$ cat config.mk
export PLATFORM = sky130hd
export DESIGN_NAME = gpif_wr
export DESIGN_NICKNAME = d
export VERILOG_FILES = /design/src/source/gpif_pkg.sv /design/src/source/gpif_wr.sv
export SDC_FILE = /design/constraint.sdc
export NUM_CORES = 1
export LEC_CHECK = 0
export BUFFER_PORTS_ARGS = -buffer_cell sky130_fd_sc_hd__buf_2
export CORE_UTILIZATION = 48
export DETAILED_ROUTE_END_ITERATION = 12
export HOLD_SLACK_MARGIN = 0.02
export PLACE_DENSITY = 0.76
export SETUP_SLACK_MARGIN = 0.1
export SLEW_MARGIN = 20
export SYNTH_ARGS = -nofsm -noshare
export SYNTH_HDL_FRONTEND = slang
export SYNTH_SLANG_ARGS = --single-unit
$ cat constraint.sdc
create_clock -name gpif_clk -period 2.1 [get_ports gpif_clk]
set_input_delay 0.315 -clock gpif_clk [delete_from_list [all_inputs] [get_ports gpif_clk]]
set_output_delay 0.315 -clock gpif_clk [all_outputs]
set_load 0.03 [all_outputs]
$ cat src/source/gpif_pkg.sv
// Shared bus widths, stream framing structs, Wishbone bundle and control packet constants
`default_nettype none

package gpif_pkg;

   // Plain vectors with a meaning of their own
   typedef logic [15:0] gpif_word_t;
   typedef logic [15:0] wb_adr_t;

   // 18-bit stream item, one bus word with framing
   typedef struct packed {
      logic       eof;
      logic       sof;
      gpif_word_t data;
   } fifo18_t;

   // 36-bit stream item, two bus words, low half first
   typedef struct packed {
      logic [1:0]  occ;
      logic        eof;
      logic        sof;
      logic [31:0] data;
   } fifo36_t;

   // Wishbone master outputs
   typedef struct packed {
      wb_adr_t    adr;
      gpif_word_t dat;
      logic [1:0] sel;
      logic       we;
      logic       cyc;
      logic       stb;
   } wb_m2s_t;

   // occ encodings
   localparam logic [1:0] OCC_FULL = 2'd0;
   localparam logic [1:0] OCC_LOW  = 2'd1;

   // Control packet: header, address, write data
   localparam int CTRL_PKT_WORDS = 3;
   // Response packet: header, data
   localparam int RESP_PKT_WORDS = 2;
   localparam int CTRL_WE_BIT    = 15;
   localparam int DATA_LEN_BITS  = 16;

   localparam int CTRL_CNT_W = $clog2(CTRL_PKT_WORDS);
   localparam int RESP_CNT_W = $clog2(RESP_PKT_WORDS);

endpackage

`default_nettype wire

$ cat src/source/gpif_wr.sv
// Host write side; samples bus words, frames data and control packets, holds one word per endpoint
`timescale 1ns/1ps
`default_nettype none

module gpif_wr (
   input  wire logic                 gpif_clk,
   input  wire logic                 rst_n_i,
   input  wire gpif_pkg::gpif_word_t gpif_data_i,
   input  wire logic                 gpif_wr_i,
   input  wire logic                 gpif_ep_i,
   output logic                      full_d_o,
   output logic                      full_c_o,
   output gpif_pkg::fifo18_t         data_o,
   output logic                      src_rdy_o,
   input  wire logic                 dst_rdy_i,
   output gpif_pkg::fifo18_t         ctrl_o,
   output logic                      ctrl_src_rdy_o,
   input  wire logic                 ctrl_dst_rdy_i
);
   import gpif_pkg::*;

   logic                     wr_d, wr_c;
   logic                     d_first, d_eof, c_eof;
   logic [DATA_LEN_BITS-1:0] d_rem;
   logic [CTRL_CNT_W-1:0]    c_cnt;

   // Host sees full whenever the endpoint register holds a word
   assign full_d_o = src_rdy_o;
   assign full_c_o = ctrl_src_rdy_o;

   // Writes to a full endpoint are dropped
   assign wr_d = gpif_wr_i & ~gpif_ep_i & ~full_d_o;
   assign wr_c = gpif_wr_i & gpif_ep_i & ~full_c_o;

   // Data framing, first word is the length in words including itself
   assign d_first = (d_rem == '0);
   assign d_eof   = d_first ? (gpif_data_i <= 16'd1) : (d_rem == DATA_LEN_BITS'(1));

   // Control framing is a fixed word count
   assign c_eof = (c_cnt == CTRL_CNT_W'(CTRL_PKT_WORDS - 1));

   always_ff @(posedge gpif_clk) begin
      if (!rst_n_i) begin
         src_rdy_o      <= 1'b0;
         ctrl_src_rdy_o <= 1'b0;
         d_rem          <= '0;
         c_cnt          <= '0;
      end else begin
         src_rdy_o      <= wr_d | (src_rdy_o & ~dst_rdy_i);
         ctrl_src_rdy_o <= wr_c | (ctrl_src_rdy_o & ~ctrl_dst_rdy_i);
         if (wr_d) begin
            if (d_eof)
               d_rem <= '0;
            else if (d_first)
               d_rem <= gpif_data_i - 1'b1;
            else
               d_rem <= d_rem - 1'b1;
         end
         if (wr_c)
            c_cnt <= c_eof ? '0 : c_cnt + 1'b1;
      end
   end

   // Endpoint output registers
   always_ff @(posedge gpif_clk) begin
      if (wr_d)
         data_o <= '{eof: d_eof, sof: d_first, data: gpif_data_i};
      if (wr_c)
         ctrl_o <= '{eof: c_eof, sof: (c_cnt == '0), data: gpif_data_i};
   end

endmodule

`default_nettype wire

### Word level (Yosys, flattened, before mapping)

Cells that the tools add are included.

| storage, ports and cells | value |
|---|---|
| register bits | 56 |
| input bits | 22 |
| logic and storage cells | 35 |
| output and inout bits | 40 |

| cells by class | value |
|---|---|
| eq/ne operators | 2 |
| bitwise operators | 13 |
| reduce and logical (&&, ||, !) cells | 2 |
| $add $sub $neg | 3 |
| order comparisons | 1 |
| mux-type cells | 4 |

Operator list:

| kind | count |
|---|---|
| 16-bit two-way mux | 2 |
| 16-bit by 1-bit subtractor with 16-bit output, second input constant | 2 |
| 16-bit by 1-bit == test with 1-bit output, second input constant | 1 |
| 16-bit by 1-bit <= comparator with 1-bit output, second input constant | 1 |
| 16-bit logical NOT | 1 |
| 1-bit bitwise AND | 6 |
| 1-bit NOT | 5 |
| 2-bit by 1-bit adder with 2-bit output, second input constant | 1 |
| 2-bit == test, second input constant | 1 |
| 2-bit logical NOT | 1 |
| 2-bit two-way mux | 1 |
| 1-bit OR | 2 |
| 1-bit two-way mux | 1 |

### Longest topological paths before layout

Gate-level depths: netlist of run 1.

| depth | value |
|---|---|
| depth in word-level cells | 4 |
| gate-level depth with buffers | 9 |
| mapped depth without buffers | 8 |

### Worst setup path before layout of run 1

Ideal clock, no wire load.

| timing | value |
|---|---|
| path type | reg2reg |
| start | register d_rem[8] |
| end | register d_rem[7] |
| setup time | 0.118 ns |
| slack | -0.190 ns |
| buffers on the path | 1 |
| stages on the path, launching flop included | 8 |
| clock period less this slack | 2.290 ns |
| arrival time | 2.172 ns |
| required time | 1.982 ns |
| cells stage by stage | dfxtp_1 -> or4_4 -> or4_4 -> nor4_4 -> a21oi_2 -> buf_6 -> a32oi_1 -> nor2b_1 |

| on the way | value |
|---|---|
| cells in the longest elaborated chain, start to end | 3 |

RTL lines:

| item | line | RTL |
|---|---|---|
| from (decl) | gpif_wr.sv:24 | `logic [DATA_LEN_BITS-1:0] d_rem;` |
| from (signal assigned) | gpif_wr.sv:55 | `d_rem <= gpif_data_i - 1'b1;` |
| from (signal assigned) | gpif_wr.sv:57 | `d_rem <= d_rem - 1'b1;` |
| 16-bit by 1-bit == test with 1-bit output or 16-bit logical NOT (tied branches) | gpif_wr.sv:37, gpif_wr.sv:36 |  |
| 1-bit two-way mux or 16-bit two-way mux (tied branches) | gpif_wr.sv:37, gpif_wr.sv:54 |  |
| 16-bit two-way mux (*) | gpif_wr.sv:52 | `if (d_eof)` |

Mark *: on every way between the ends. The rest lies on a longest branch, timed or not.
A chain may end at the register's enable or synchronous reset.

### Final worst setup path of run 1

| timing | value |
|---|---|
| start | register d_rem[10] |
| end | register d_rem[15] |

| on the way | value |
|---|---|
| cells in the longest elaborated chain, start to end | 3 |

RTL lines:

| item | line |
|---|---|
| 16-bit by 1-bit subtractor with 16-bit output, or another cell as far along | gpif_wr.sv:57 |
| 16-bit two-way mux or 1-bit two-way mux (tied branches) | gpif_wr.sv:54, gpif_wr.sv:37 |
| 16-bit two-way mux (*) | gpif_wr.sv:52 |

Marks and branches as above.

==> run summary, run 1 <==
Run status
• **outcome** complete, but fails checks
• **violations in the final reports** negative setup slack

STA
• **max-slew violation count** 0
• **actual transition at the worst max-transition pin** 0.383 ns
• **Fmax achieved** 439 MHz
• **number of setup violations in the final report** 17
• **Max Clock Skew** 0.00769 ns
• **time the worst path needs with I/O delays and setup** 2.28 ns
• **ratio of final minimum period to clock period** 108%
• **unrepaired setup endpoints after global routing** yes
• **worst path setup slack after routing** -0.178 ns
• **Slew headroom** 74.5%
• **final hold viol count** 0
• **worst slack on hold paths** 0.234 ns

Global route
• **via count of the first global-routing pass** 1965
• **global-route wire length before repair** 9.60 mm
• **number of antenna violations at the first check in global routing** 0
• **Tot GR Track Use** 23.0%
• **maximum number of pins on one net before global-route repair** 22
• **aggregate global routing overflow** 0

Clock network
• **Max H-tree Level** 2
• **CTS tree** yes
• **register clock-pin slew on the reported worst setup and hold paths** 0.10 ns
• **clock network latency to the later pin of the worst-skew pair** 0.30 ns
• **number of buffers created by CTS** 5
• **cell chosen for the clock root** sky130_fd_sc_hd__clkbuf_8
• **maximum count of clock buffers along a single path** 2
• **clock net sink count** 56

Yosys
• **nets in the synthesized netlist** 257
• **register bit total from synthesis** 56
• **sequential share of the synthesized area** 57.3%
• **count of different cell masters after synthesis** 45
• **share of the synthesized area in the top cell type** 41.8%
• **count of warnings emitted by yosys** 0
• **Area contributors post-synth** sky130_fd_sc_hd__edfxtp_1 42%, sky130_fd_sc_hd__dfxtp_1 15%, sky130_fd_sc_hd__xnor2_1 4.4%
• **Cells after Synth** 231
• **synthesized area** 2580 um2
• **post-synthesis area per instance** 11.2 um2
• **cell type with the highest aggregate area in the netlist** sky130_fd_sc_hd__edfxtp_1

Setup path
• **Worst path max stage delay** 0.53 ns
• **worst-path maximum fanout** 6
• **Setup crit start kind** flop
• **crit end category** flop
• **Worst path most repeated cell** sky130_fd_sc_hd__or4_4
• **sequence of cells on the critical path** or4_4, or4_4, or2_4, inv_8, mux2_4, o21ai_2
• **CP max stage cell** sky130_fd_sc_hd__or4_4
• **data required time of the critical path** 2.34 ns
• **data arrival time of the worst path** 2.52 ns
• **start-to-end type of the worst setup path** flop to flop

Final layout
• **most common cell after layout, fill and taps aside** sky130_fd_sc_hd__buf_2
• **diode insertion count for antenna repair** 0
• **signed area change from the synthesized netlist to the final layout** 38.0%
• **share of post-route cells with drive strength above 1** 45.3%
• **number of fill cells** 373
• **highest-count cells in the layout ignoring fill and taps** 61 x sky130_fd_sc_hd__buf_2, 42 x sky130_fd_sc_hd__buf_4, 36 x sky130_fd_sc_hd__edfxtp_1, 19 x sky130_fd_sc_hd__nand2_1, 17 x sky130_fd_sc_hd__nor2_1
• **nets** 367

Worst hold path
• **hold crit path type** input pin to flop

Job
• **Max-Cap Viols** 0

Die
• **core area** 5140 um2
• **horizontal die dimension** 75.4 um
• **count of boundary I/O pins** 62
• **# rows** 26
• **effective utilization at floorplan** 50.3%
• **Die Y** 75.4 um
• **die footprint** 5680 um2

Place
• **final RePlAce weighted congestion** 0.902
• **Detail Placement HPWL** 4.25 mm
• **Post-Place Worst Slack** -0.277 ns
• **number of buffer cells added on primary ports** 61

Route
• **met2 wire length** 3.27 mm
• **First-pass DRT Iterations** 6
• **Vias/cell** 5.45
• **remaining routing DRC violations** 0
• **Starting DRT DRC Count** 138
• **top routing layer in use** met4
• **DRT met1 WL** 2.75 mm
• **Final ANT Viol Nets** 0
• **wire length on met3** 448 um
• **Final Routed Wirelength** 6.67 mm
• **number of vias in the routed layout** 2245
• **average detailed-routed wire length per instance** 16.2 um

==> cells by family (layout without fill, tap and decap cells) <==
family	count (synthesis)	count (layout)	synth area share, %
AOI/OAI and AO/OA	46	47	11.9
xor gates and xnor gates	16	16	5.42
adders and majority gates	4	4	1.94
buffers and inverters	16	126	3.10
DFF	56	56	57.3
muxes	2	2	0.872
and+or+nand+nor	91	91	19.4
==> flip-flops by register name (all words and copies together), names as in the netlist <==
name,count
d_rem,16
ctrl_src_rdy_o,1
c_cnt,2
ctrl_o,18
full_d_o,1
data_o,18
==> final timing paths <==
path | from | end | slack [ns] | cells after the start
min | gpif_data_i[1] | data_o[1] | 0.23 | 1
min reg2reg | ctrl_src_rdy_o | ctrl_src_rdy_o | 0.51 | 2
max reg2reg | d_rem[10] | d_rem[15] | -0.18 | 6
max | d_rem[10] | d_rem[15] | -0.18 | 6
==> worst max-delay path, delay by kind of cell, from the launching register on <==
family / cells / cell delay (ns)
DFF: 1 / 0.33
AOI/OAI and AO/OA: 1 / 0.11
and+or+nand+nor: 3 / 1.36
muxes: 1 / 0.30
buffers and inverters: 1 / 0.11
==> metrics by stage <==
stage          TNS, ns  instances  util [%]  area (um2)
6_report         -1.97        412      69.4        3560
5_1_grt          -3.12        412      69.4        3560
4_1_cts          -1.75        409      67.6        3470
3_5_place_dp     -3.72        394      63.5        3260
3_3_place_gp     -3.00        394      63.5        3260
2_1_floorplan   -0.770        231         -        2630
==> Yosys cell counts, drive strengths merged <==
| cell | instances |
|---|---|
| and3 | 2 |
| o21bai | 1 |
| a32oi | 5 |
| nand2b | 4 |
| o31ai | 3 |
| or3 | 2 |
| or2 | 4 |
| or4 | 8 |
| o211ai | 4 |
| o211a | 1 |
| or3b | 1 |
| nand2 | 24 |
| o2111ai | 1 |
| edfxtp | 36 |
| mux2 | 2 |
| nand3b | 2 |
| xor2 | 3 |
| and2 | 1 |
| o41ai | 1 |
| clkbuf | 4 |
| a221oi | 1 |
| dfxtp | 20 |
| nor4 | 3 |
| nand4 | 1 |
| nor3 | 5 |
| a31oi | 1 |
| a21boi | 7 |
| ha | 4 |
| buf | 5 |
| nand3 | 5 |
| nor2 | 18 |
| inv | 7 |
| xnor2 | 13 |
| nand4b | 1 |
| o21ai | 10 |
| nor3b | 2 |
| a21oi | 11 |
| nor2b | 8 |
==> area by class of cell <==
cell class	instances	area, um2	area share (%)
clock buffer	6	72.6	2.04
multi-input combinational	160	1130	31.8
timing repair inverter	1	8.76	0.246
inverter	7	33.8	0.948
clock inverter	2	16.3	0.456
timing repair buffer	110	726	20.4
tap	70	87.6	2.46
sequential	56	1490	41.7
==> per-layer routing <==
layer | vias up | global-route usage (%)
li1 | 1066 | -
met1 | 1047 | 30.1
met2 | 114 | 37.2
met3 | 18 | 3.97
met4 | 0 | 10.5
met5 | - | 1.85
==> timing repair <==
action / in CTS / in global routing
hold buffers: 0 / 0
buffers inserted: 5 / 3
gates resized for setup: 16 / 21
pin swaps: 7 / 18
endpoints found under the setup margin: 18 / 18
endpoints found under the hold margin: 0 / 0
cloned: 2 / 1
Power of run 1 is not shown: default switching activity piles up to over one toggle a cycle in this logic, so the estimate is an artifact.
==> run 2, diff against run 1 <==
CORE_ASPECT_RATIO = 0.75   (was default)
GPL_TIMING_DRIVEN = 0   (was default)
==> run summary, run 2 (synthesis results as in run 1) <==
Die
• **effective utilization at floorplan** 51.3%
• **# rows** 22
• **die footprint** 5680 um2
• **horizontal die dimension** 86.7 um
• **count of boundary I/O pins** 62
• **core area** 5040 um2
• **Die Y** 65.5 um

Job
• **Max-Cap Viols** 0

Route
• **Final ANT Viol Nets** 0
• **Final Routed Wirelength** 5.83 mm
• **average detailed-routed wire length per instance** 15.2 um
• **Starting DRT DRC Count** 72
• **number of vias in the routed layout** 2066
• **First-pass DRT Iterations** 4
• **Vias/cell** 5.39
• **remaining routing DRC violations** 0

Run status
• **violations in the final reports** negative setup slack
• **outcome** complete, but fails checks

Final layout
• **share of post-route cells with drive strength above 1** 40.2%
• **final design utilization** 65.8%
• **nets** 336
• **highest-count cells in the layout ignoring fill and taps** 62 x sky130_fd_sc_hd__buf_2, 36 x sky130_fd_sc_hd__edfxtp_1, 19 x sky130_fd_sc_hd__nand2_1, 17 x sky130_fd_sc_hd__nor2_1, 15 x sky130_fd_sc_hd__dfxtp_1
• **signed area change from the synthesized netlist to the final layout** 28.2%
• **diode insertion count for antenna repair** 0
• **most common cell after layout, fill and taps aside** sky130_fd_sc_hd__buf_2
• **biggest registers after layout** ctrl_o: 18 flops, data_o: 18 flops, d_rem: 16 flops

Setup path
• **cell count of the worst reg-to-reg path** 7
• **data arrival time of the worst path** 2.56 ns
• **crit end category** flop
• **slack of the worst reg-to-reg path** -0.26 ns
• **start-to-end type of the worst setup path** flop to flop
• **worst reg2reg endpoint** d_rem[0]
• **Setup crit start kind** flop
• **worst-path maximum fanout** 4
• **worst reg2reg startpoint** d_rem[9]
• **data required time of the critical path** 2.30 ns

Worst hold path
• **worst min-delay path startpoint** gpif_data_i[14]
• **instance count along the most critical hold path** 1
• **destination of the worst hold path** data_o[14]
• **hold crit path type** input pin to flop

STA
• **worst slack on hold paths** 0.229 ns
• **ratio of final minimum period to clock period** 112%
• **Max Clock Skew** 0.0114 ns
• **Slew headroom** 41.9%
• **actual transition at the worst max-transition pin** 0.871 ns
• **unrepaired setup endpoints after global routing** yes
• **Fmax achieved** 424 MHz
• **worst path setup slack after routing** -0.258 ns
• **number of setup violations in the final report** 17
• **final hold viol count** 0
• **sum of negative setup slack** -2.82 ns
• **max-slew violation count** 0
• **time the worst path needs with I/O delays and setup** 2.36 ns

Pwr
• **maximum vdd ir drop** 1.27 mV
• **leakage power summed over all cells** 1.27 nW
• **pwr/cell area** 1990 nW/um2

Global route
• **global-route wire length before repair** 8.84 mm
• **aggregate global routing overflow** 0
• **number of antenna violations at the first check in global routing** 0
• **maximum number of pins on one net before global-route repair** 23
• **Tot GR Track Use** 20.9%
• **via count of the first global-routing pass** 1799

Place
• **number of buffer cells added on primary ports** 61
• **final RePlAce weighted congestion** 0.912
• **Detail Placement HPWL** 3.82 mm

Clock network
• **count of hold-fix buffers inserted at cts** 0
• **cell chosen for the clock root** sky130_fd_sc_hd__clkbuf_8
• **clock net sink count** 56
• **clock network latency to the later pin of the worst-skew pair** 0.32 ns
• **maximum count of clock buffers along a single path** 2
• **CTS tree** yes
• **Max H-tree Level** 2
• **number of buffers created by CTS** 5
• **register clock-pin slew on the reported worst setup and hold paths** 0.10 ns

==> run 2: cell count changes in the layout (fill, tap and decap cells not counted), sizes merged <==
| cell | change |
|---|---|
| clkinvlp | -1 |
| buf | -32 |
| a21oi | -1 |
| clkbuf | +3 |
| clkinv | -1 |
| bufinv | +1 |
==> run 2: area by class of cell <==
type / instances / area (um2)
Clock buffer: 6 / 72.6
Multi-Input combinational cell: 159 / 1120
Inverter: 7 / 31.3
Clock inverter: 2 / 38.8
Timing Repair Buffer: 72 / 405
Sequential cell: 56 / 1490
Tap cell: 72 / 90.1
Buffer: 9 / 67.6
Fill cell: 385 / 1720
==> run 2: through the flow <==
step | setup slack (ns) | power, mW | instance area (um2) | cells
finish | -0.258 | 6.60 | 3310 | 383
detailed placement | -0.409 | 4.68 | 3020 | 364
CTS | -0.208 | 6.26 | 3260 | 382
global route | -0.327 | 6.92 | 3310 | 383
global placement | -0.411 | 4.63 | 3020 | 364
floorplan | -0.100 | 4.06 | 2630 | 231
==> run 2: timing repair <==
action | in CTS | in global routing
setup buffers | 7 | 2
resized for setup | 20 | 16
pin swaps | 13 | 10
endpoints found under the setup margin | 18 | 18
cloned | 3 | 0
==> run 2: power breakdown <==
part | leakage [nW] | switching, mW | internal [mW]
sequential | 0.501 | 0.167 | 1.40
clock | 0.0558 | 0.352 | 0.361
combinational | 0.718 | 2.28 | 2.05
total | 1.27 | 2.80 | 3.81
==> run 2: worst max path at each step <==
stage | startpoint | endpoint | slack, ns
after floorplan | d_rem[5] | d_rem[5] | -0.10
after global placement | gpif_data_i[8] | d_rem[7] | -0.41
after detailed placement | gpif_data_i[8] | d_rem[7] | -0.41
after global routing | d_rem[9] | d_rem[5] | -0.33
final | d_rem[9] | d_rem[0] | -0.26
after CTS | d_rem[9] | d_rem[1] | -0.21
==> run 2: metal layers <==
| layer | GRT usage [%] | vias to the layer above | routed length [um] |
|---|---|---|---|
| met2 | 30.7 | 85 | 2480 |
| li1 | - | 1006 | - |
| met5 | 0 | - | 0 |
| met1 | 29.8 | 963 | 2890 |
| met3 | 4.77 | 12 | 348 |
| met4 | 8.75 | 0 | 114 |
==> run 2: worst max-delay path, cell delays in order (launching register included) <==
cell                      delay, ns
sky130_fd_sc_hd__dfxtp_2       0.34
sky130_fd_sc_hd__or4_4         0.54
sky130_fd_sc_hd__or4_4         0.53
sky130_fd_sc_hd__nor4_4        0.24
sky130_fd_sc_hd__a21oi_2       0.17
sky130_fd_sc_hd__buf_4         0.19
sky130_fd_sc_hd__a32oi_1       0.18
sky130_fd_sc_hd__nor2b_1       0.06
Note: power is estimated with default switching activity, not from simulation.
