===== src/source/gpif_pkg.sv =====
// Shared bus widths, stream framing structs, Wishbone bundle and control packet constants
`default_nettype none

package gpif_pkg;

   // Plain vectors with a meaning of their own
   typedef logic [15:0] gpif_word_t;
   typedef logic [15:0] wb_adr_t;

   // 18-bit stream item, one bus word with framing
   typedef struct packed {
      logic       eof;
      logic       sof;
      gpif_word_t data;
   } fifo18_t;

   // 36-bit stream item, two bus words, low half first
   typedef struct packed {
      logic [1:0]  occ;
      logic        eof;
      logic        sof;
      logic [31:0] data;
   } fifo36_t;

   // Wishbone master outputs
   typedef struct packed {
      wb_adr_t    adr;
      gpif_word_t dat;
      logic [1:0] sel;
      logic       we;
      logic       cyc;
      logic       stb;
   } wb_m2s_t;

   // occ encodings
   localparam logic [1:0] OCC_FULL = 2'd0;
   localparam logic [1:0] OCC_LOW  = 2'd1;

   // Control packet: header, address, write data
   localparam int CTRL_PKT_WORDS = 3;
   // Response packet: header, data
   localparam int RESP_PKT_WORDS = 2;
   localparam int CTRL_WE_BIT    = 15;
   localparam int DATA_LEN_BITS  = 16;

   localparam int CTRL_CNT_W = $clog2(CTRL_PKT_WORDS);
   localparam int RESP_CNT_W = $clog2(RESP_PKT_WORDS);

endpackage

`default_nettype wire


===== src/source/gpif_rd.sv =====
// Host read side; shows the head word of the selected endpoint and pops it on read strobes
`timescale 1ns/1ps
`default_nettype none

module gpif_rd (
   input  wire logic                 gpif_clk,
   input  wire logic                 rst_n_i,
   output gpif_pkg::gpif_word_t      gpif_data_o,
   input  wire logic                 gpif_rd_i,
   input  wire logic                 gpif_ep_i,
   output logic                      empty_d_o,
   output logic                      empty_c_o,
   input  wire gpif_pkg::fifo18_t    data_i,
   input  wire logic                 src_rdy_i,
   output logic                      dst_rdy_o,
   input  wire gpif_pkg::fifo18_t    resp_i,
   input  wire logic                 resp_src_rdy_i,
   output logic                      resp_dst_rdy_o
);

   logic d_pop, c_pop;

   // EP 1 reads responses, EP 0 reads sample data
   assign gpif_data_o = gpif_ep_i ? resp_i.data : data_i.data;

   // Reads of an empty endpoint are dropped
   assign dst_rdy_o      = gpif_rd_i & ~gpif_ep_i & ~empty_d_o;
   assign resp_dst_rdy_o = gpif_rd_i & gpif_ep_i & ~empty_c_o;

   assign d_pop = dst_rdy_o & src_rdy_i;
   assign c_pop = resp_dst_rdy_o & resp_src_rdy_i;

   // A pop hides the flag for one cycle while the next head settles
   always_ff @(posedge gpif_clk) begin
      if (!rst_n_i) begin
         empty_d_o <= 1'b1;
         empty_c_o <= 1'b1;
      end else begin
         empty_d_o <= ~src_rdy_i | d_pop;
         empty_c_o <= ~resp_src_rdy_i | c_pop;
      end
   end

endmodule

`default_nettype wire


===== config.mk =====
export PLATFORM = sky130hd
export DESIGN_NAME = gpif_rd
export DESIGN_NICKNAME = d
export VERILOG_FILES = /design/src/source/gpif_pkg.sv /design/src/source/gpif_rd.sv
export SDC_FILE = /design/constraint.sdc
export NUM_CORES = 1
export LEC_CHECK = 0
export BUFFER_PORTS_ARGS = -buffer_cell sky130_fd_sc_hd__buf_2
export CORE_AREA = 5 5 42 44
export CTS_CLUSTER_DIAMETER = 200
export DETAILED_ROUTE_END_ITERATION = 10
export DIE_AREA = 0 0 47 49
export PLACE_DENSITY = 0.76
export SYNTH_ARGS = -nofsm -noshare
export SYNTH_HDL_FRONTEND = slang
export SYNTH_SLANG_ARGS = --single-unit

===== constraint.sdc =====
create_clock -name gpif_clk -period 1.15 [get_ports gpif_clk]
set_input_delay 0.0575 -clock gpif_clk [delete_from_list [all_inputs] [get_ports gpif_clk]]
set_output_delay 0.0575 -clock gpif_clk [all_outputs]
set_load 0.05 [all_outputs]

==> After elaboration in Yosys (flattened, before gate mapping) <==
Index checks and enable logic that the tools add are counted.
Widths: inputs -> output; s select.
{ "classes": {"muxes": 1, "bitwise_logic": 13} }
{ "ops": {"columns": ["op", "n"], "rows": [
  ["$mux 16", 1],
  ["$and 1x1->1", 6],
  ["$not 1->1", 5],
  ["$or 1x1->1", 2]
]} }
{ "word_totals": {"register_bits": 2, "input_bits": 42, "out_inout_bits": 20, "word_cells": 16} }

==> Longest topological paths before layout <==
Gate-level depths: netlist of the first run.
{ "depth": {"word_depth": 5, "depth_mapped": 4, "mapped_depth_nobuf": 2} }

==> Worst setup path after synthesis of the first run <==
No wires, ideal clock.
{ "synth_path": {"path_type": "flip-flop to flip-flop", "from": "reg empty_d_o", "to": "reg empty_d_o", "setup_time_ns": 0.066, "t_arrival_ns": 1.921, "t_required_ns": 1.084, "setup_slack_ns": -0.837, "stages_incl_launch_ff": 3, "n_path_buf": 0, "synth_period_minus_slack_ns": 1.987, "cell_sequence": "dfxtp_1 nor3b_1 nand3b_1"} }
{ "synth_between": {"elab_chain_len": 4} }
{ "synth_lines": {"columns": ["item", "line_no", "rtl"], "rows": [
  ["from (decl)", "gpif_rd.sv:11", "output logic empty_d_o,"],
  ["from (signal assigned)", "gpif_rd.sv:39", "empty_d_o <= ~src_rdy_i | d_pop;"],
  ["$not 1->1", "gpif_rd.sv:27", "assign dst_rdy_o = gpif_rd_i & ~gpif_ep_i & ~empty_d_o;"],
  ["$and 1x1->1", "gpif_rd.sv:27", null],
  ["named net dst_rdy_o", "gpif_rd.sv:15", "output logic dst_rdy_o,"],
  ["$and 1x1->1", "gpif_rd.sv:30", "assign d_pop = dst_rdy_o & src_rdy_i;"],
  ["$or 1x1->1", "gpif_rd.sv:39", null]
]} }
The timed path passes the listed nets, and every way through them passes these cells.
A chain may end at the register's enable or synchronous reset.

==> Worst setup path in the final report of the first run <==
{ "layout_path": {"from": "reg empty_d_o", "to": "out dst_rdy_o"} }
{ "layout_between": {"elab_chain_len": 2} }
{ "layout_lines": {"columns": ["item", "line_no"], "rows": [
  ["$not 1->1", "gpif_rd.sv:27"],
  ["$and 1x1->1", "gpif_rd.sv:27"],
  ["to (decl)", "gpif_rd.sv:15"]
]} }
Every way passes these cells.

==> results of run 1 <==
==> what timing repair did <==
item | in CTS | in global routing
resized for setup | 0 | 1
setup buffers | 0 | 0
endpoints found under the setup margin | 0 | 7
==> power by group <==
group          internal, mW  leakage (nW)  switching [mW]  total (mW)
Combinational         0.136         0.340           0.238       0.374
Sequential           0.0745        0.0164         0.00364      0.0781
Clock                 0.115        0.0138          0.0347       0.149
Total                 0.325         0.370           0.276       0.601
==> cells by family (layout without fill, tap and decap cells) <==
family,count (synthesis),in the layout,synth area share
mux,16,16,0.6786
simple gates,4,4,0.07142
flops,2,2,0.1270
buf+inv,2,60,0.09921
compound gates,1,1,0.02382
==> flip-flops by register name, indices dropped and copies added, names as in the netlist <==
name and cells:
empty_d_o 1, empty_c_o 1
==> critical path, cell delays in order, from the launching register on <==
cell	delay, ps
dfxtp_2	320
nor3b_4	200
buf_2	290
==> area by class of cell <==
cell class              count  area (µm²)  area share
clock buffers               3       22.52     0.03579
multi-input cells          21       257.7      0.4095
flip-flops and latches      2       41.29     0.06561
well taps                  16       20.02     0.03181
repair buffers             57       287.8      0.4573
==> placed cells by master, fill, tap and decap left out, drive strengths merged <==
| cell type | synthesis | final |
|---|---|---|
| nand3b | 1 | 1 |
| nor3b | 1 | 1 |
| buf | 2 | 56 |
| clkbuf | 0 | 4 |
| nor2 | 1 | 1 |
| mux2 | 16 | 16 |
| o211ai | 1 | 1 |
| nand2 | 1 | 1 |
| dfxtp | 2 | 2 |
==> per-layer routing <==
layer | GRT usage | vias to the layer above | part of all wire
met5 | 0 | - | 0
met4 | 0.04147 | 0 | 0
met3 | 0.02952 | 0 | 0.22
met2 | 0.1855 | 41 | 0.50
met1 | 0.09170 | 179 | 0.29
li1 | - | 210 | -
==> path summary, 6_finish.rpt <==
path / startpoint / end
setup / recovery: empty_d_o$_SDFF_PN1_ / dst_rdy_o
hold / removal: src_rdy_i / empty_d_o$_SDFF_PN1_
setup reg to reg: empty_d_o$_SDFF_PN1_ / empty_d_o$_SDFF_PN1_
hold reg to reg: empty_c_o$_SDFF_PN1_ / empty_c_o$_SDFF_PN1_
==> impl_results.md, run 1 <==
- Status: completed
- Via Count: 430
- Count of flip-flops with a built-in enable after synthesis: 0
- Layout cells sized above 1: 0.9518
- Residual DRC: 0
- Pre-CTS worst setup slack: between 10 and 15 ps
- Hold path cells: 2
- Worst setup path category: reg2out
- Crit start category: flip-flop
- PwrDens: 955.2 nW/µm²
- Max Cap Viol: 0
- Final slew viol count: 0
- Port Buf Inserts: between 50 and 60
- CTS Buffer Depth: 2
- Post-DP Area: a little over 600 µm²
- R2R setup slack: about 440 ps
- GPL Wtd Cong: about 0.64
- Die area: 2303 µm²
- Crit Path Max Fanout: 2
- Synthesized area: 315.3 µm²
- Async set-reset flop share out of synthesis: 0
- Number of synthesized register bits: 2
- Yosys top cell area share: 0.4286
- Setup Skew: 0 ps
- Most common library cells after synthesis: mux2_4, mux2_2, dfxtp_1
- Die width: ~47 µm
- Ports: 62
- Drt total wl: roughly 1100 µm
- Post-synthesis sequential area ratio: 0.1270
- Iter 0 DRT Violations: 1
- Hold-fix buffers, CTS: 0
- Fillcell total: ~150
- Dominant cell by count in the synthesized netlist: mux2_4
- Setup ws final: roughly 61 ps
- Crit path required time: approximately 1100 ps
- CTS Buf Count: 3
- Syn_area_per_cell: about 13 µm²
- Worst R2R Path Depth: 2
- Sink Count: 2
- Final core occ: 0.4491
- Final setup fails: 0
- Dpl cells: 96
- Initial antenna violation count: 0
- Final period utilization: 0.9470
- Final instance area: about 630 µm²
- CTS clock-pin slew for the worst setup and hold paths: roughly 30 ps
- Antenna viol nets, final: 0
- Setup TNS Final: 0 ps
- Yosys top cell by area: mux2_4
- GRT Util Overall: 0.09909
- Remaining global-route overflow: 0
- Nets: roughly 130
- Relative slew slack: 0.7997
- Syn Inst Count: 25
- Hold Vio Cnt, Final: 0
- Leakage power: 0.3704 nW
- Initial core utilization: 0.2250
- Cell variety after synth: 10
- DP HPWL: approximately 1000 µm
- Pwr Total: between 600 and 700 µW
- Worst Hold Class: in2reg
- Layout area overhead: 99.60%
- CTS tree: done
- Vias per cell: 4.343
- Vias in the first global route: between 400 and 500
- WL per Instance: 11.44 µm
- Clk_lat worst skew: between 200 and 250 ps
- Worst setup EP type: output pin
- CTS H-Tree Depth: 1
- First-pass GRT wire length: about 1700 µm
- Hold Slack: roughly 28 ps
- Top_reg_cell synth: dfxtp_1
- Critical Path AT: 1030 ps
- Slew @ Worst Pin: ~300 ps
- Diodes inserted: 0
- RSZ-0062 raised after global routing: no
- Fmax: 918.2 MHz
- Final Critical Period: 1089 ps
- Die Ht: approximately 50 µm
- Pre-Repair DR Iteration Count: 3
- Peak supply drop: about 0.00055 V
- Final Non-Filler Cells: 99
- Largest net degree at the start of global routing: 19
- Syn Nets: 67
- Core box area: about 1400 µm²
- Synth area leaders: mux2_4, mux2_2, dfxtp_1
- Root buffer cell: clkbuf_4
- Row count: 14
- Yosys warns: 0
(Power assumes the default switching activity.)
==> inputs of run 2 (changes only) <==
- CORE_AREA: 5 5 42 44 -> 2 2 39 41
- CTS_CLUSTER_SIZE: not set -> 10
- DIE_AREA: 0 0 47 49 -> 0 0 41 43
- SETUP_SLACK_MARGIN: not set -> 0.2
==> run 2 against run 1 <==
Global-route usage increased by 1.3 points. Largest power group unchanged. Critical path type unchanged. Flip-flop and latch count is the same. Worst hold slack lost 14 ps. Utilization rose by 2.7 points. Non-clock buffer count is the same. First-iteration DRC count is 100% lower. Setup slack better by 97 ps. Largest cell class unchanged. Via count is 1.9% higher. Critical path depth did not move. Highest routed layer is now met4.
==> impl_results.md, run 2 (synthesis results as in run 1) <==
- Max Cap Viol: 0
- Final Non-Filler Cells: 100
- WL per Instance: between 9 and 10 µm
- First-pass GRT wire length: between 1000 and 1500 µm
- Sw power: approximately 280 µW
- Reg2reg start: empty_d_o$_SDFF_PN1_
- Critical Path AT: 930 ps
- CTS Buf Count: 3
- Slew @ Worst Pin: around 250 ps
- Largest net degree at the start of global routing: 19
- Worst path max stage delay: around 340 ps
- Crit start category: flip-flop
- GRT Util Overall: 0.1121
- Crit path required time: 1090 ps
- Leakage power: about 0.38 nW
- Pre-Repair DR Iteration Count: 1
- Die area: between 1500 and 2000 µm²
- Initial antenna violation count: 0
- CP cell instances: nor3b_4 > buf_6
- Via Count: about 440
- Hold Slack: between 10 and 15 ps
- Internal power: about 340 µW
- Initial core utilization: 0.2278
- Die width: roughly 41 µm
- Seq pwr share: 0.123
- Setup Skew: 0 ps
- CTS Buffer Depth: 2
- Slowest CP cell: dfxtp_4
- Buffers & Inverters on Critical Path: 1
- Residual DRC: 0
- CTS tree: done
- Worst setup path category: reg2out
- Hold-fix buffers, CTS: 0
- Crit Path Max Fanout: 2
- Most frequent cells in the layout: buf_2, mux2_4, mux2_2
- Drt total wl: around 900 µm
- Port Buf Inserts: 57
- Final period utilization: 0.8630
- Nets: approximately 130
- Layout area overhead: 109.1%
- Hold Vio Cnt, Final: 0
- Setup TNS Final: 0 ps
- Vias per cell: roughly 4.4
- Critical hold path startpoint: src_rdy_i
- Clock network power share: 0.273
- Die Ht: roughly 43 µm
- Worst Hold Class: in2reg
- Relative slew slack: 0.8324
- Remaining global-route overflow: 0
- DP HPWL: just over 800 µm
- Setup crit start: empty_d_o$_SDFF_PN1_
- Root buffer cell: clkbuf_4
- PwrDens: 948.8 nW/µm²
- Net Sw Frac: 0.4516
- RSZ-0062 raised after global routing: yes
- Final slew viol count: 0
- Cell class contributing the biggest share of worst-path delay: flip-flops
- Layout cells sized above 1: 0.9405
- Most common cell after layout, fill and taps aside: buf_2
- GPL Wtd Cong: about 0.73
- Fmax: about 1000 MHz
- Iter 0 DRT Violations: 0
- Peak supply drop: 0.0005819 V
- Ports: a little over 60
- CTS clock-pin slew for the worst setup and hold paths: 40 ps
- Worst setup EP type: output pin
- Antenna viol nets, final: 0
- Vias in the first global route: 385
- Clk_lat worst skew: 210 ps
- Dpl cells: 96
- Core box area: 1384 µm²
- CTS H-Tree Depth: 1
- Status: completed
- Sink Count: 2
- Diodes inserted: 0
- Row count: 14
- Logic pwr share: 0.604
- Final Critical Period: between 900 and 1000 ps
- R2R setup slack: between 400 and 500 ps
- Largest regs: empty_c_o x1, empty_d_o x1
- Final setup fails: 0
## run 2: worst paths after layout
check                    endpoint  cells after the start
max reg2reg  empty_d_o$_SDFF_PN1_                      2
max                     dst_rdy_o                      2
min          empty_d_o$_SDFF_PN1_                      2
min reg2reg  empty_c_o$_SDFF_PN1_                      1
## run 2: per-stage QoR
| step | setup WS (ps) | instance area (µm²) | util | total power [mW] |
|---|---|---|---|---|
| 6_report | 157.6 | 659.4 | 0.4765 | 0.6256 |
| 5_1_grt | 106.7 | 659.4 | 0.4765 | 0.6671 |
| 4_1_cts | 136.7 | 655.6 | 0.4738 | 0.6398 |
| 3_5_place_dp | 17.45 | 611.8 | 0.4421 | 0.4530 |
| 3_3_place_gp | 41.58 | 611.8 | 0.4421 | 0.4490 |
| 2_1_floorplan | -5.618 | 337.8 | - | 0.3602 |
## run 2: layer usage
layer | GRT usage | part of all wire | routed length, µm
met5 | 0 | 0 | 0
met4 | 0.06000 | 0.0087 | 8
met3 | 0.04712 | 0.20 | 181
met2 | 0.1969 | 0.48 | 440
met1 | 0.09873 | 0.31 | 285
## run 2: cell type report
class / count / area [µm²]
Timing Repair Buffer: 57 / 306.5
Sequential cell: 2 / 43.79
Fill cell: 124 / 724.4
Tap cell: 16 / 20.02
Multi-Input combinational cell: 21 / 262.8
Clock buffer: 4 / 26.28
## run 2: repair_timing
item	in CTS	in global routing
setup endpoints to repair	19	2
gates resized for setup	6	1
setup buffers	0	0
pin swaps	1	0
## run 2: power groups by stage
stage               registers [mW]  logic (mW)  clock network (mW)
CTS                         0.0773       0.380               0.182
global placement            0.0781       0.371                   0
finish                      0.0772       0.378               0.171
floorplan                   0.0923       0.268                   0
detailed placement          0.0782       0.375                   0
global route                0.0780       0.398               0.191
==> inputs of run 3 (changes only) <==
- CTS_BUF_LIST: not set -> sky130_fd_sc_hd__clkbuf_16
- PLACE_DENSITY: 0.76 -> 0.77
==> run 3 against run 2 <==
Clock-buffer cell count decreased by 1. Sequential power barely moved. Power is 58% higher. First-iteration DRC count unchanged.
==> impl_results.md, run 3 (synthesis results as in run 1) <==
- Status: completed
- Worst path max stage delay: approximately 340 ps
- RSZ-0062 raised after global routing: yes
- Die area: between 1500 and 2000 µm²
- Final Non-Filler Cells: 100
- CP cell instances: nor3b_4 > buf_6
- Buffers & Inverters on Critical Path: 1
- Initial core utilization: 0.2278
- GPL Wtd Cong: approximately 0.66
- Nets: between 100 and 150
- Row count: 14
- Max Cap Viol: 0
- Root buffer cell: clkbuf_16
- Via Count: 439
- Most frequent cells in the layout: buf_2, mux2_4, mux2_2
- Drt total wl: between 1000 and 1500 µm
- Post-CTS setup repair buffer count: 0
- PwrDens: about 1400 nW/µm²
- Met3 Track Usage GR: 0.05759
- Initial antenna violation count: 0
- CTS Buffer Depth: 2
- Reg2reg start: empty_d_o$_SDFF_PN1_
- Cell class contributing the biggest share of worst-path delay: flip-flops
- Hold-fix buffers, CTS: 0
- Met1 Use GR: 0.1079
- Slowest CP cell: dfxtp_4
- Final instance area: approximately 700 µm²
- Critical hold path startpoint: resp_src_rdy_i
- DP HPWL: 803 µm
- First-pass GRT wire length: around 1500 µm
- CTS clock-pin slew for the worst setup and hold paths: 30 ps
- Diodes inserted: 0
- Global route hottest layer: met2
- Die Ht: roughly 43 µm
- Dpl cells: between 90 and 100
- Crit start category: flip-flop
- Fmax: 991.1 MHz
- CTS tree: done
- WL per Instance: 10.08 µm
- Largest regs: empty_c_o x1, empty_d_o x1
- Worst Hold Class: in2reg
- Pre-CTS worst setup slack: between 30 and 40 ps
- Vias in the first global route: about 400
- Sequential standard cell area: approximately 44 µm²
- Worst setup EP type: output pin
- Sink Count: 2
- Ports: a little over 60
- Slew @ Worst Pin: 254.0 ps
- Clk_lat worst skew: roughly 220 ps
- Crit Path Max Fanout: 2
- Largest net degree at the start of global routing: 19
- Global routing usage on met2: 0.2219
- Antenna viol nets, final: 0
- Core box area: about 1400 µm²
- Setup ws final: about 140 ps
- Pre-Repair DR Iteration Count: 1
- Final slew viol count: 0
- Final core occ: 0.5118
- Leakage power: a little over 0.4 nW
- Fillcell total: roughly 120
- Worst setup path category: reg2out
- Setup TNS Final: 0 ps
- Pwr Total: about 990 µW
- Final period utilization: 0.8773
- Remaining global-route overflow: 0
- Layout area overhead: 124.6%
- Setup Skew: 0 ps
- Post-DP Area: 611.8 µm²
- Layout cells sized above 1: 0.9405
- Die width: roughly 40 µm
- Final Critical Period: between 1000 and 1500 ps
- CTS Buf Count: 3
- Peak supply drop: 0.001555 V
- Critical Path AT: between 900 and 1000 ps
- Final setup fails: 0
- Setup crit start: empty_d_o$_SDFF_PN1_
- Relative slew slack: 0.8318
- CTS H-Tree Depth: 1
- Port Buf Inserts: 57
- Vias per cell: 4.390
- Hold Slack: 35.72 ps
- GRT Util Overall: 0.1250
- Most common cell after layout, fill and taps aside: buf_2
- Iter 0 DRT Violations: 0
- Hold Vio Cnt, Final: 0
- Area of the multi-input gates: approximately 260 µm²
- Crit path required time: between 1000 and 1500 ps
- Residual DRC: 0
## run 3: cell types whose count changed in the layout (fill, tap and decap cells not counted), sizes merged
cell,change
clkbuf,-1
inv,+1
## run 3: final cells by class
cell class / instances / share of cell area
well taps: 16 / 0.02827
multi-input cells: 21 / 0.3710
clock inverters: 1 / 0.005300
flip-flops and latches: 2 / 0.06184
clock buffers: 3 / 0.1060
repair buffers: 57 / 0.4276
## run 3: routing by layer
layer	part of all wire	vias to the layer above	wire, µm
met1	0.31	181	317
met3	0.19	0	191
li1	-	212	-
met5	0	-	0
met2	0.50	46	499
met4	0	0	0
## run 3: worst paths after layout
path	cells after the start	slack [ps]	end
setup / recovery	2	140	dst_rdy_o
hold / removal	2	40	empty_c_o$_SDFF_PN1_
setup reg to reg	2	400	empty_d_o$_SDFF_PN1_
hold reg to reg	1	540	empty_c_o$_SDFF_PN1_
## run 3: power by group
part / switching [mW] / leakage (nW) / internal [mW] / total (mW)
clock network: 0.0840 / 0.0423 / 0.447 / 0.531
logic: 0.238 / 0.344 / 0.141 / 0.379
registers: 0.00431 / 0.0168 / 0.0731 / 0.0774
total: 0.327 / 0.403 / 0.661 / 0.988
## run 3: what timing repair did
action	CTS	global route
gates resized for setup	6	0
endpoints found under the hold margin	0	0
pin swaps	1	0
endpoints found under the setup margin	19	1
