==> config.mk <==
export PLATFORM = sky130hd
export DESIGN_NAME = fifo_sync
export DESIGN_NICKNAME = d
export VERILOG_FILES = /design/src/source/gpif_pkg.sv /design/src/source/fifo_sync.sv
export SDC_FILE = /design/constraint.sdc
export NUM_CORES = 1
export LEC_CHECK = 0
export BUFFER_PORTS_ARGS = -buffer_cell sky130_fd_sc_hd__buf_2
export CAP_MARGIN = 10
export CORE_MARGIN = 2
export CORE_UTILIZATION = 45
export CTS_CLUSTER_DIAMETER = 40
export CTS_CLUSTER_SIZE = 8
export DETAILED_ROUTE_END_ITERATION = 12
export GPL_TIMING_DRIVEN = 0
export SYNTH_ARGS = -nofsm -noshare
export SYNTH_HDL_FRONTEND = slang
export SYNTH_SLANG_ARGS = --single-unit
==> constraint.sdc <==
create_clock -name gpif_clk -period 5.1 [get_ports gpif_clk]
set_input_delay 1.02 -clock gpif_clk [delete_from_list [all_inputs] [get_ports gpif_clk]]
set_output_delay 1.02 -clock gpif_clk [all_outputs]
set_load 0.02 [all_outputs]
==> src/source/gpif_pkg.sv <==
// Shared bus widths, stream framing structs, Wishbone bundle and control packet constants
`default_nettype none

package gpif_pkg;

   // Plain vectors with a meaning of their own
   typedef logic [15:0] gpif_word_t;
   typedef logic [15:0] wb_adr_t;

   // 18-bit stream item, one bus word with framing
   typedef struct packed {
      logic       eof;
      logic       sof;
      gpif_word_t data;
   } fifo18_t;

   // 36-bit stream item, two bus words, low half first
   typedef struct packed {
      logic [1:0]  occ;
      logic        eof;
      logic        sof;
      logic [31:0] data;
   } fifo36_t;

   // Wishbone master outputs
   typedef struct packed {
      wb_adr_t    adr;
      gpif_word_t dat;
      logic [1:0] sel;
      logic       we;
      logic       cyc;
      logic       stb;
   } wb_m2s_t;

   // occ encodings
   localparam logic [1:0] OCC_FULL = 2'd0;
   localparam logic [1:0] OCC_LOW  = 2'd1;

   // Control packet: header, address, write data
   localparam int CTRL_PKT_WORDS = 3;
   // Response packet: header, data
   localparam int RESP_PKT_WORDS = 2;
   localparam int CTRL_WE_BIT    = 15;
   localparam int DATA_LEN_BITS  = 16;

   localparam int CTRL_CNT_W = $clog2(CTRL_PKT_WORDS);
   localparam int RESP_CNT_W = $clog2(RESP_PKT_WORDS);

endpackage

`default_nettype wire

==> src/source/fifo_sync.sv <==
// First-word-fall-through FIFO of 36-bit stream items, used on both the TX and RX paths
`timescale 1ns/1ps
`default_nettype none

module fifo_sync #(
   parameter int DEPTH = 16
) (
   input  wire logic              gpif_clk,
   input  wire logic              rst_n_i,
   input  wire gpif_pkg::fifo36_t data_i,
   input  wire logic              src_rdy_i,
   output logic                   dst_rdy_o,
   output gpif_pkg::fifo36_t      data_o,
   output logic                   src_rdy_o,
   input  wire logic              dst_rdy_i
);
   import gpif_pkg::*;

   fifo36_t                    mem [DEPTH];
   logic [$clog2(DEPTH)-1:0]   wr_ptr, rd_ptr;
   logic [$clog2(DEPTH):0]     count, cnt_nxt;
   logic                       push, pop;

   assign push      = src_rdy_i & dst_rdy_o;
   assign pop       = src_rdy_o & dst_rdy_i;
   assign src_rdy_o = (count != '0);
   assign data_o    = mem[rd_ptr];

   always_comb begin
      cnt_nxt = count;
      if (push && !pop)
         cnt_nxt = count + 1'b1;
      else if (pop && !push)
         cnt_nxt = count - 1'b1;
   end

   // Ready is held low for the first cycle out of reset
   always_ff @(posedge gpif_clk) begin
      if (!rst_n_i) begin
         wr_ptr    <= '0;
         rd_ptr    <= '0;
         count     <= '0;
         dst_rdy_o <= 1'b0;
      end else begin
         if (push)
            wr_ptr <= wr_ptr + 1'b1;
         if (pop)
            rd_ptr <= rd_ptr + 1'b1;
         count     <= cnt_nxt;
         dst_rdy_o <= (cnt_nxt != DEPTH[$clog2(DEPTH):0]);
      end
   end

   always_ff @(posedge gpif_clk) begin
      if (push)
         mem[wr_ptr] <= data_i;
   end

endmodule

`default_nettype wire

# Word-level counts from Yosys, hierarchy flattened
# Memories as Yosys holds them, arrays and structs flattened. A register that Yosys moved wholly into a read port is not among the register bits.
# Cells that the tools add are included.
[totals]
ram_bits = 576
output_inout_bits = 38
n_memories = 1
elab_cells = 23
inputBits = 40
reg_bits = 14
[mem_list]
columns = ["name", "depth", "word_bits", "read_ports", "rd_ports_with_merged_regs", "wr", "line_no", "text"]
rows = [
  ["mem", 16, 36, 1, 1, 1, "fifo_sync.sv:19", "fifo36_t mem [DEPTH];"],
]
[classes]
addsub = 4
n_bitwise = 2
n_eq_ne = 1
mux = 6
reduce_logical = 5
[op_table]
columns = ["cell", "count"]
rows = [
  ["2-to-1 mux 5 bit", 2],
  ["adder 4 x 1 -> 4 bit, second input constant", 2],
  ["2-to-1 mux 4 bit", 2],
  ["adder 5 x 1 -> 5 bit, second input constant", 1],
  ["inequality test 5 bit, second input constant", 1],
  ["nonzero test 5 bit", 1],
  ["subtractor 5 x 1 -> 5 bit, second input constant", 1],
  ["AND 1 bit", 2],
  ["logical AND 1 bit", 2],
  ["zero test 1 bit", 2],
  ["2-to-1 mux 1 bit", 2],
]

# Longest topological paths before layout
# Gate-level depths: netlist of run 1.
[logic_depth]
ltp_word = 6
depth_mapped = 9
depth_no_buf = 7

# Least setup slack after synthesis of run 1
# OpenSTA, ideal clock, no wires.
[synth_timing]
kind = "register to output"
startpoint = "register (tool-made name)"
endpoint = "output data_o[0] (netlist bit)"
required_time_ns = 4.080
stages_incl_launch_ff = 5
arrival_time_ns = 2.065
path_slack_ns = 2.015
n_path_buf = 2
cell_sequence = "dfxtp_1 -> buf_2 -> clkbuf_1 -> mux4_2 -> mux4_2"
[synth_lines]
columns = ["item", "line_no", "text"]
rows = [
  ["end: declaration", "fifo_sync.sv:13", "output gpif_pkg::fifo36_t data_o,"],
]

==> results.yml, run 1 <==
status:
  outcome: "complete, no violations"
route:
  dr.first_iter.drc_count: 877
  wl_um: 49800
  routed_via_density: 5.75
  dr.pass1.iters: 5
  drtAntennaViolNets: 0
  vias: 10400
  wire_per_inst_um: 27.6
  drc: 0
placed_design:
  dpl-instance-area_mm2: 0.0241
  dpl_worst_slack_ps: 646
  gp_congestion: 0.706
  hpwl_um: 28400
  port_buffers: 77
clock_tree:
  postCtsHoldBufs: 0
  cts_tree: "built"
  worstSkewPairLatency_ps: 620
  cts_max_level: 3
  numCtsBuffers: 93
  cts_buffer_depth: 3
  clkTransAtPathRegs_ps: 50
  cts-root-buf: "clkbuf_16"
  clock_sinks: 594
synth:
  synth_area_leaders: "edfxtp_1, mux4_2, dfxtp_1"
  synth_top_area_share_pct: 76.9
  synth_cells: 910
  ys_seq_elements: 594
  synth_area_mm2: 0.0225
  ys_warn_count: 0
  syn-num-nets: 957
  ys_seq_area_share_pct: 78.5
  yosysUniqueCellTypes: 36
  synth_edf_count: 576
  yosys.area.top_type: "edfxtp_1"
  synth-main-ff-cell: "edfxtp_1"
  ys_async_sr_fraction_pct: 0
  avgSynthCellArea_um2: 24.7
critical_path:
  r2r_setup_slack_ps: 2700
  r2r_cells: 4
  worstReg2RegStart: "dst_rdy_o"
  cp_max_fo: 10
  path_class: "reg2out"
  cp.required_ps: 4080
  crit_arrival_ps: 3980
  endpoint_kind: "primary output"
  r2r_end: "mem[3][18]"
  worstSetupStartpointType: "flop"
  crit_end: "data_o[9]"
finish:
  final_cell_mix: "edfxtp_1, mux4_2, clkbuf_16"
  final_common_cell: "edfxtp_1"
  ff_latch_area_mm2: 0.0177
  multiInputGateArea_mm2: 0.00466
  syn_to_final_growth_pct: 19.2
  fill_cells: 3678
  drive_above_1_share_pct: 36.8
  fin_nets: 1147
  fin_area_mm2: 0.0268
timing:
  max_slew_margin_pct: 24.0
  fin_worst_skew_ps: 15.5
  setup_viol: 0
  drv_slew: 0
  fin_crit_ps: 5000
  period_share_pct: 98.0
  tightest_slew_ps: 1140
  postLayoutSetupSlackWorst_ps: 99.9
  grt_setup_unrepaired: "yes"
  max_freq_mhz: 200
  finalHoldViolations: 0
pwr:
  p_leak_nw: 8.41
  p_per_area_mw_per_mm2: 488
  irDropWorstVdd_uv: 271
floorplan:
  die-area_mm2: 0.0518
  fp-row-count: 81
  core_area_mm2: 0.0492
  initial_core_util_pct: 45.8
  die_w_um: 228
  io_pins: 78
  die_y_um: 228
grt:
  grt.total_usage_pct: 20.1
  grt_pass1_vias: 10900
  grt_max_degree: 26
  grt_remaining_overflow: 0
  grt_first_pass_wirelength_um: 73000
  antenna_found_initial: 4
flow_run:
  max_cap_viol_count: 0
worst_hold_path:
  hp-class: "reg2reg"
-- layout make-up --
class	count	share of cell area (%)
sequential	594	65.8
multi-input combinational	267	17.4
clock buffer	109	9.26
tap	664	3.10
timing repair buffer	95	2.76
clock inverter	26	0.928
buffer	44	0.672
inverter	5	0.0700
antenna	1	0.00933
-- repair_timing --
action                     4_1_cts  5_1_grt
resized for setup                2        0
setup endpoints to repair        4        2
buffers inserted                 0        0
-- cell families (layout without fill, tap and decap cells) --
kind of cell / count (synthesis) / count (layout) / synth area share (%)
AOI/OAI and AO/OA: 13 / 13 / 0.478
xor gates and xnor gates: 7 / 7 / 0.273
adders and majority gates: 7 / 7 / 0.389
buffers and inverters: 49 / 279 / 0.873
DFF: 594 / 594 / 78.5
muxes: 180 / 180 / 18.0
other: 0 / 1 / 0
and+or+nand+nor: 60 / 60 / 1.47
-- cells in the mapped netlist (all sizes together) (2+ instances only) --
master	count
nand4	3
nor2b	2
clkbuf	29
and2	16
nand2	11
nand3	6
and3	5
ha	7
mux4	180
xnor2	3
buf	15
xor2	4
a21oi	3
dfxtp	18
edfxtp	576
nor2	9
a31oi	2
inv	5
nor3b	2
-- power breakdown --
group | leakage [nW] | switching [mW] | internal (mW)
clock network | 1.34 | 2.01 | 3.58
logic | 1.74 | 1.05 | 0.990
registers | 5.34 | 0.0325 | 5.42
-- routing by layer --
layer  wire length, um  vias up  GRT usage [%]
met3              2840       79           3.88
met1             20600     5664           26.8
met4               981        6           6.92
met2             25400      329           33.4
li1                  -     4307              -
met5                43        -              0
-- state kept, by name, indices dropped and copies added (netlist names), named ones only --
signal	cells
wr_ptr	4
mem	576
rd_ptr	4
dst_rdy_o	1
count	5
-- worst min path at each step --
stage          startpoint        end  slack [ps]  cells after the start
2_1_floorplan   rd_ptr[1]       flop         460                      2
3_3_place_gp    rd_ptr[1]  rd_ptr[1]         500                      2
3_5_place_dp    rd_ptr[1]       flop         500                      2
4_1_cts         rd_ptr[1]       flop         510                      2
5_1_grt         rd_ptr[1]  rd_ptr[1]         530                      2
6_report        rd_ptr[1]  rd_ptr[1]         500                      2
-- stage by stage --
stage               hold slack, ps  TNS, ps  utilization, %  std cells  total power [mW]
floorplan                      463        0               -        910              7.00
global placement               503        0            48.2       1651              7.60
detailed placement             496        0            48.9       1667              7.62
CTS                            506        0            54.5       1802              13.2
global route                   529    -7.11            54.6       1805              13.6
finish                         505        0            54.6       1805              13.1
-- worst max-delay path, stage by stage (launching register included) --
cell	delay, ps
dfxtp_1	300
clkbuf_1	550
clkbuf_1	670
clkbuf_1	690
mux4_2	420
mux4_2	540
buf_2	190
No activity file was read; power rests on OpenSTA's default activity.
==> run 2, diff against run 1 <==
CORE_UTILIZATION = 40   (was 45)
==> run 2 against run 1 <==
- maximum frequency increased by 0.60%
- clock power down 3.8%
- global-route usage shrank 2.0 points
- largest power group is now sequential cells
- hold slack better by 5.9 ps
- clock skew fell by 1.8 ps
- register-to-register slack better by 80 ps
- die area up 12%
- sequential cell count did not move
- non-clock buffer count fell by 1
- utilization shrank 6.2 points
==> results.yml, run 2 (synthesized netlist as in run 1, its figures left out) <==
clock_tree:
  cts_tree: "built"
  postCtsHoldBufs: 0
  worstSkewPairLatency_ps: 610
  cts_max_level: 3
  cts-root-buf: "clkbuf_16"
  clock_sinks: 594
  clkTransAtPathRegs_ps: 50
  cts_buffer_depth: 3
  numCtsBuffers: 90
timing:
  grt_setup_unrepaired: "no"
  tightest_slew_ps: 1130
  finalHoldViolations: 0
  tns_ps: 0
  period_share_pct: 97.5
  setup_viol: 0
  max_freq_mhz: 201
  fin_crit_ps: 4970
  fin_worst_skew_ps: 13.7
  max_slew_margin_pct: 24.8
  drv_slew: 0
  hold_slack_ps: 511
pwr:
  irDropWorstVdd_uv: 224
  netSwitchingPower_mw: 3.05
  p_leak_nw: 8.32
  p_per_area_mw_per_mm2: 482
  intPower_mw: 9.85
  pwr-share-seq_pct: 42.2
  power.share.switching_pct: 23.6
  clockPowerShare_pct: 41.8
  p_comb_share_pct: 15.9
critical_path:
  endpoint_kind: "primary output"
  worstPathCellList: "clkbuf_1, clkbuf_1, clkbuf_1, mux4_2, mux4_2, buf_2"
  worstReg2RegStart: "wr_ptr[2]"
  worstSetupStartpointType: "flop"
  critPathMaxStageDelay_ps: 700
  worst_path_max_delay_cell: "clkbuf_1"
  cp_max_fo: 10
  path_class: "reg2out"
  cp.required_ps: 4080
  cpLargestDelayFamily: "buffers and inverters"
  critPathBufInv: 4
  crit_arrival_ps: 3950
  crit_top_cell: "clkbuf_1"
finish:
  top_register: "mem"
  multiInputGateArea_mm2: 0.00466
  ff_latch_area_mm2: 0.0177
  fin_cells: 1881
  final_cell_mix: "edfxtp_1, mux4_2, clkbuf_16"
  drive_above_1_share_pct: 36.3
  fill_cells: 4529
  syn_to_final_growth_pct: 19.0
  final_common_cell: "edfxtp_1"
  fin_nets: 1143
  reg_top3: "mem x576, count x5"
  largest_reg_flops: 576
floorplan:
  die_w_um: 241
  die_y_um: 241
  fp-row-count: 86
  initial_core_util_pct: 40.7
  core_area_mm2: 0.0553
  io_pins: 78
  die-area_mm2: 0.0582
grt:
  grt.total_usage_pct: 18.0
  antenna_found_initial: 5
  grt_first_pass_wirelength_um: 73600
  grt_remaining_overflow: 0
  grt_pass1_vias: 11000
  grt_max_degree: 37
status:
  outcome: "complete, no violations"
flow_run:
  max_cap_viol_count: 0
placed_design:
  port_buffers: 77
  dp_cells: 1750
  hpwl_um: 28600
  gp_congestion: 0.695
route:
  wl_um: 50500
  wire_per_inst_um: 26.8
  drc: 0
  dr.first_iter.drc_count: 1054
  dr.pass1.iters: 5
  routed_via_density: 5.44
  vias: 10200
  drtAntennaViolNets: 0
worst_hold_path:
  worstHoldStart: "wr_ptr[1]"
  hp-class: "reg2reg"
run 2: cell count changes in the layout (fill, tap and decap cells not counted), sizes merged:
cell,delta
buf,-1
clkbuf,+4
clkinv,-14
clkinvlp,+2
inv,+1
run 2: what timing repair did:
action / CTS / global route
resized for setup: 0 / 3
setup buffers: 0 / 0
setup endpoints to repair: 0 / 4
run 2: path summary, 6_finish.rpt:
check / endpoint / slack, ps / cells after the start
hold / removal: wr_ptr[1] / 510 / 2
setup / recovery: data_o[1] / 130 / 6
setup reg to reg: mem[5][22] / 2780 / 4
hold reg to reg: wr_ptr[1] / 510 / 2
run 2: layout make-up:
type | count | share of cell area [%]
Antenna cell | 1 | 0.00935
Clock buffer | 113 | 8.98
Buffer | 44 | 0.669
Inverter | 5 | 0.0701
Tap cell | 748 | 3.50
Sequential cell | 594 | 66.0
Timing Repair Buffer | 94 | 2.69
Multi-Input combinational cell | 267 | 17.4
Clock inverter | 15 | 0.687
run 2: per-stage QoR:
step,setup WS [ps],power [mW],area [um2],utilization [%]
finish,130,12.9,26800,48.4
global route,9.34,13.4,26800,48.4
CTS,73.0,13.1,26700,48.3
detailed placement,726,7.63,24100,43.7
global placement,768,7.61,23800,43.1
floorplan,2010,7.00,22500,-
run 2: layer usage:
metal	GRT usage (%)	routed length (um)	vias to the layer above
met5	0	47	-
met4	4.94	1000	8
met3	4.24	3190	85
met2	29.5	24900	339
met1	24.4	21300	5507
li1	-	-	4296
run 2: power groups by stage:
| stage | combinational, mW | sequential [mW] | clock, mW |
|---|---|---|---|
| 6_report | 2.06 | 5.45 | 5.39 |
| 5_1_grt | 2.23 | 5.45 | 5.71 |
| 4_1_cts | 2.10 | 5.45 | 5.51 |
| 3_5_place_dp | 2.10 | 5.54 | 0 |
| 3_3_place_gp | 2.07 | 5.54 | 0 |
| 2_1_floorplan | 1.47 | 5.53 | 0 |
run 2: worst reg2reg max path: stages (launching register included):
cell and delay, ps:
dfxtp_1 380, and3_1 260, nor2b_1 270, and2_2 840, buf_16 260
==> run 3, diff against run 2 <==
CORE_MARGIN = default   (was 2)
PLACE_DENSITY_LB_ADDON = 0.25   (was default)
RECOVER_POWER = 50   (was default)
==> run 3 against run 2 <==
- the run now ends with max-capacitance violations, max-slew violations left
- clock skew is 4.4 ps higher
- hold slack better by 4.5 ps
- die area is 1.7% lower
- largest cell class unchanged
- clock power hardly changed
- final area is 0.30% lower
- critical path type unchanged
- power hardly changed
==> results.yml, run 3 (synthesized netlist as in run 1, its figures left out) <==
placed_design:
  hpwl_um: 28700
  dp_cells: 1750
  gp_congestion: 0.694
  dpl-instance-area_mm2: 0.0242
  port_buffers: 77
clock_tree:
  cts_tree: "built"
  cts-root-buf: "clkbuf_16"
  clkTransAtPathRegs_ps: 40
  clock_sinks: 594
  postCtsHoldBufs: 0
  numCtsBuffers: 91
  worstSkewPairLatency_ps: 610
  cts_max_level: 3
  post_cts_resized: 0
  cts_buffer_depth: 3
  cts_setup_buffers: 0
route:
  wl_um: 51200
  routed_via_density: 5.50
  dr.first_iter.drc_count: 974
  drtAntennaViolNets: 0
  drc: 0
  wire_per_inst_um: 27.2
  vias: 10300
  dr.pass1.iters: 7
worst_hold_path:
  hold_path_end: "wr_ptr[1]"
  worstHoldStart: "wr_ptr[1]"
  hp-class: "reg2reg"
  worstHoldPathCells: 2
finish:
  fin_nets: 1142
  syn_to_final_growth_pct: 18.6
  reg_top3: "mem x576, count x5"
  drive_above_1_share_pct: 32.3
  largest_reg_flops: 576
  final_cell_mix: "edfxtp_1, mux4_2, clkbuf_16"
  final_common_cell: "edfxtp_1"
  fin_area_mm2: 0.0267
  fin_cells: 1883
  top_register: "mem"
floorplan:
  die_w_um: 239
  die-area_mm2: 0.0572
  initial_core_util_pct: 40.7
  io_pins: 78
  die_y_um: 239
  fp-row-count: 86
  core_area_mm2: 0.0553
timing:
  max_freq_mhz: 203
  period_share_pct: 96.6
  tightest_slew_ps: 2090
  setup_viol: 0
  grt_setup_unrepaired: "no"
  max_slew_margin_pct: -39.5
  finalHoldViolations: 0
  fin_worst_skew_ps: 18.1
  fin_crit_ps: 4930
  tns_ps: 0
  drv_slew: 25
status:
  failed_checks: "max-capacitance violations, max-slew violations"
  outcome: "finished, violations left"
grt:
  grt.total_usage_pct: 18.6
  grt_first_pass_wirelength_um: 74700
  grt_max_degree: 37
  grt_pass1_vias: 10900
  grt_remaining_overflow: 0
  antenna_found_initial: 0
critical_path:
  cp_max_fo: 10
  path_class: "reg2out"
  cp.required_ps: 4080
  r2r_end: "mem[13][19]"
  endpoint_kind: "primary output"
  worstSetupStartpointType: "flop"
  r2r_setup_slack_ps: 1640
  worstReg2RegStart: "wr_ptr[2]"
  r2r_cells: 3
  crit_arrival_ps: 3910
flow_run:
  max_cap_viol_count: 1
pwr:
  irDropWorstVdd_uv: 253
  p_total_mw: 12.9
  p_leak_nw: 8.19
  p_per_area_mw_per_mm2: 483
==> run 3: metal layers <==
metal | track usage (%) | wire length (um) | vias up | part of all wire, %
met3 | 3.87 | 2570 | 67 | 5.0
li1 | - | - | 4306 | -
met2 | 30.5 | 25700 | 312 | 50
met1 | 25.3 | 22000 | 5663 | 43
met4 | 4.80 | 871 | 0 | 1.7
met5 | 0 | 0 | - | 0
==> run 3: how the worst max path moves through the flow <==
stage	from	to	slack, ps	cells past startpoint
2_1_floorplan	flop	data_o[0]	2010	4
5_1_grt	flop	data_o[30]	20	6
3_3_place_gp	src_rdy_i	mem[0][22]	780	4
3_5_place_dp	flop	data_o[26]	750	6
4_1_cts	flop	data_o[26]	70	6
6_report	flop	data_o[30]	170	6
==> run 3: through the flow <==
stage / worst slack (ps) / util (%) / hold WS, ps
detailed placement: 747 / 43.7 / 515
finish: 172 / 48.2 / 515
floorplan: 2010 / - / 463
global route: 22.9 / 48.2 / 543
global placement: 781 / 43.1 / 511
CTS: 72.8 / 48.4 / 521
==> run 3: area by class of cell <==
cell class / count / area [um2]
Inverter: 5 / 18.8
Buffer: 44 / 175
Timing Repair Buffer: 92 / 639
Antenna cell: 1 / 2.50
Tap cell: 748 / 936
Clock buffer: 107 / 2340
Clock inverter: 25 / 251
Fill cell: 4556 / 28600
Multi-Input combinational cell: 267 / 4660
Sequential cell: 594 / 17700
==> run 3: report_power, final <==
group          leakage (nW)  internal [mW]  total [mW]  switching, mW
Sequential             5.34           5.42        5.45         0.0323
Clock                  1.26           3.39        5.39           2.00
Combinational          1.60          0.981        2.05           1.07
==> run 3: critical path, cell delays in order (launching register included) <==
cell and delay (ps):
dfxtp_1 310, clkbuf_1 480, clkbuf_1 580, clkbuf_1 800, mux4_2 430, mux4_2 510, buf_2 190
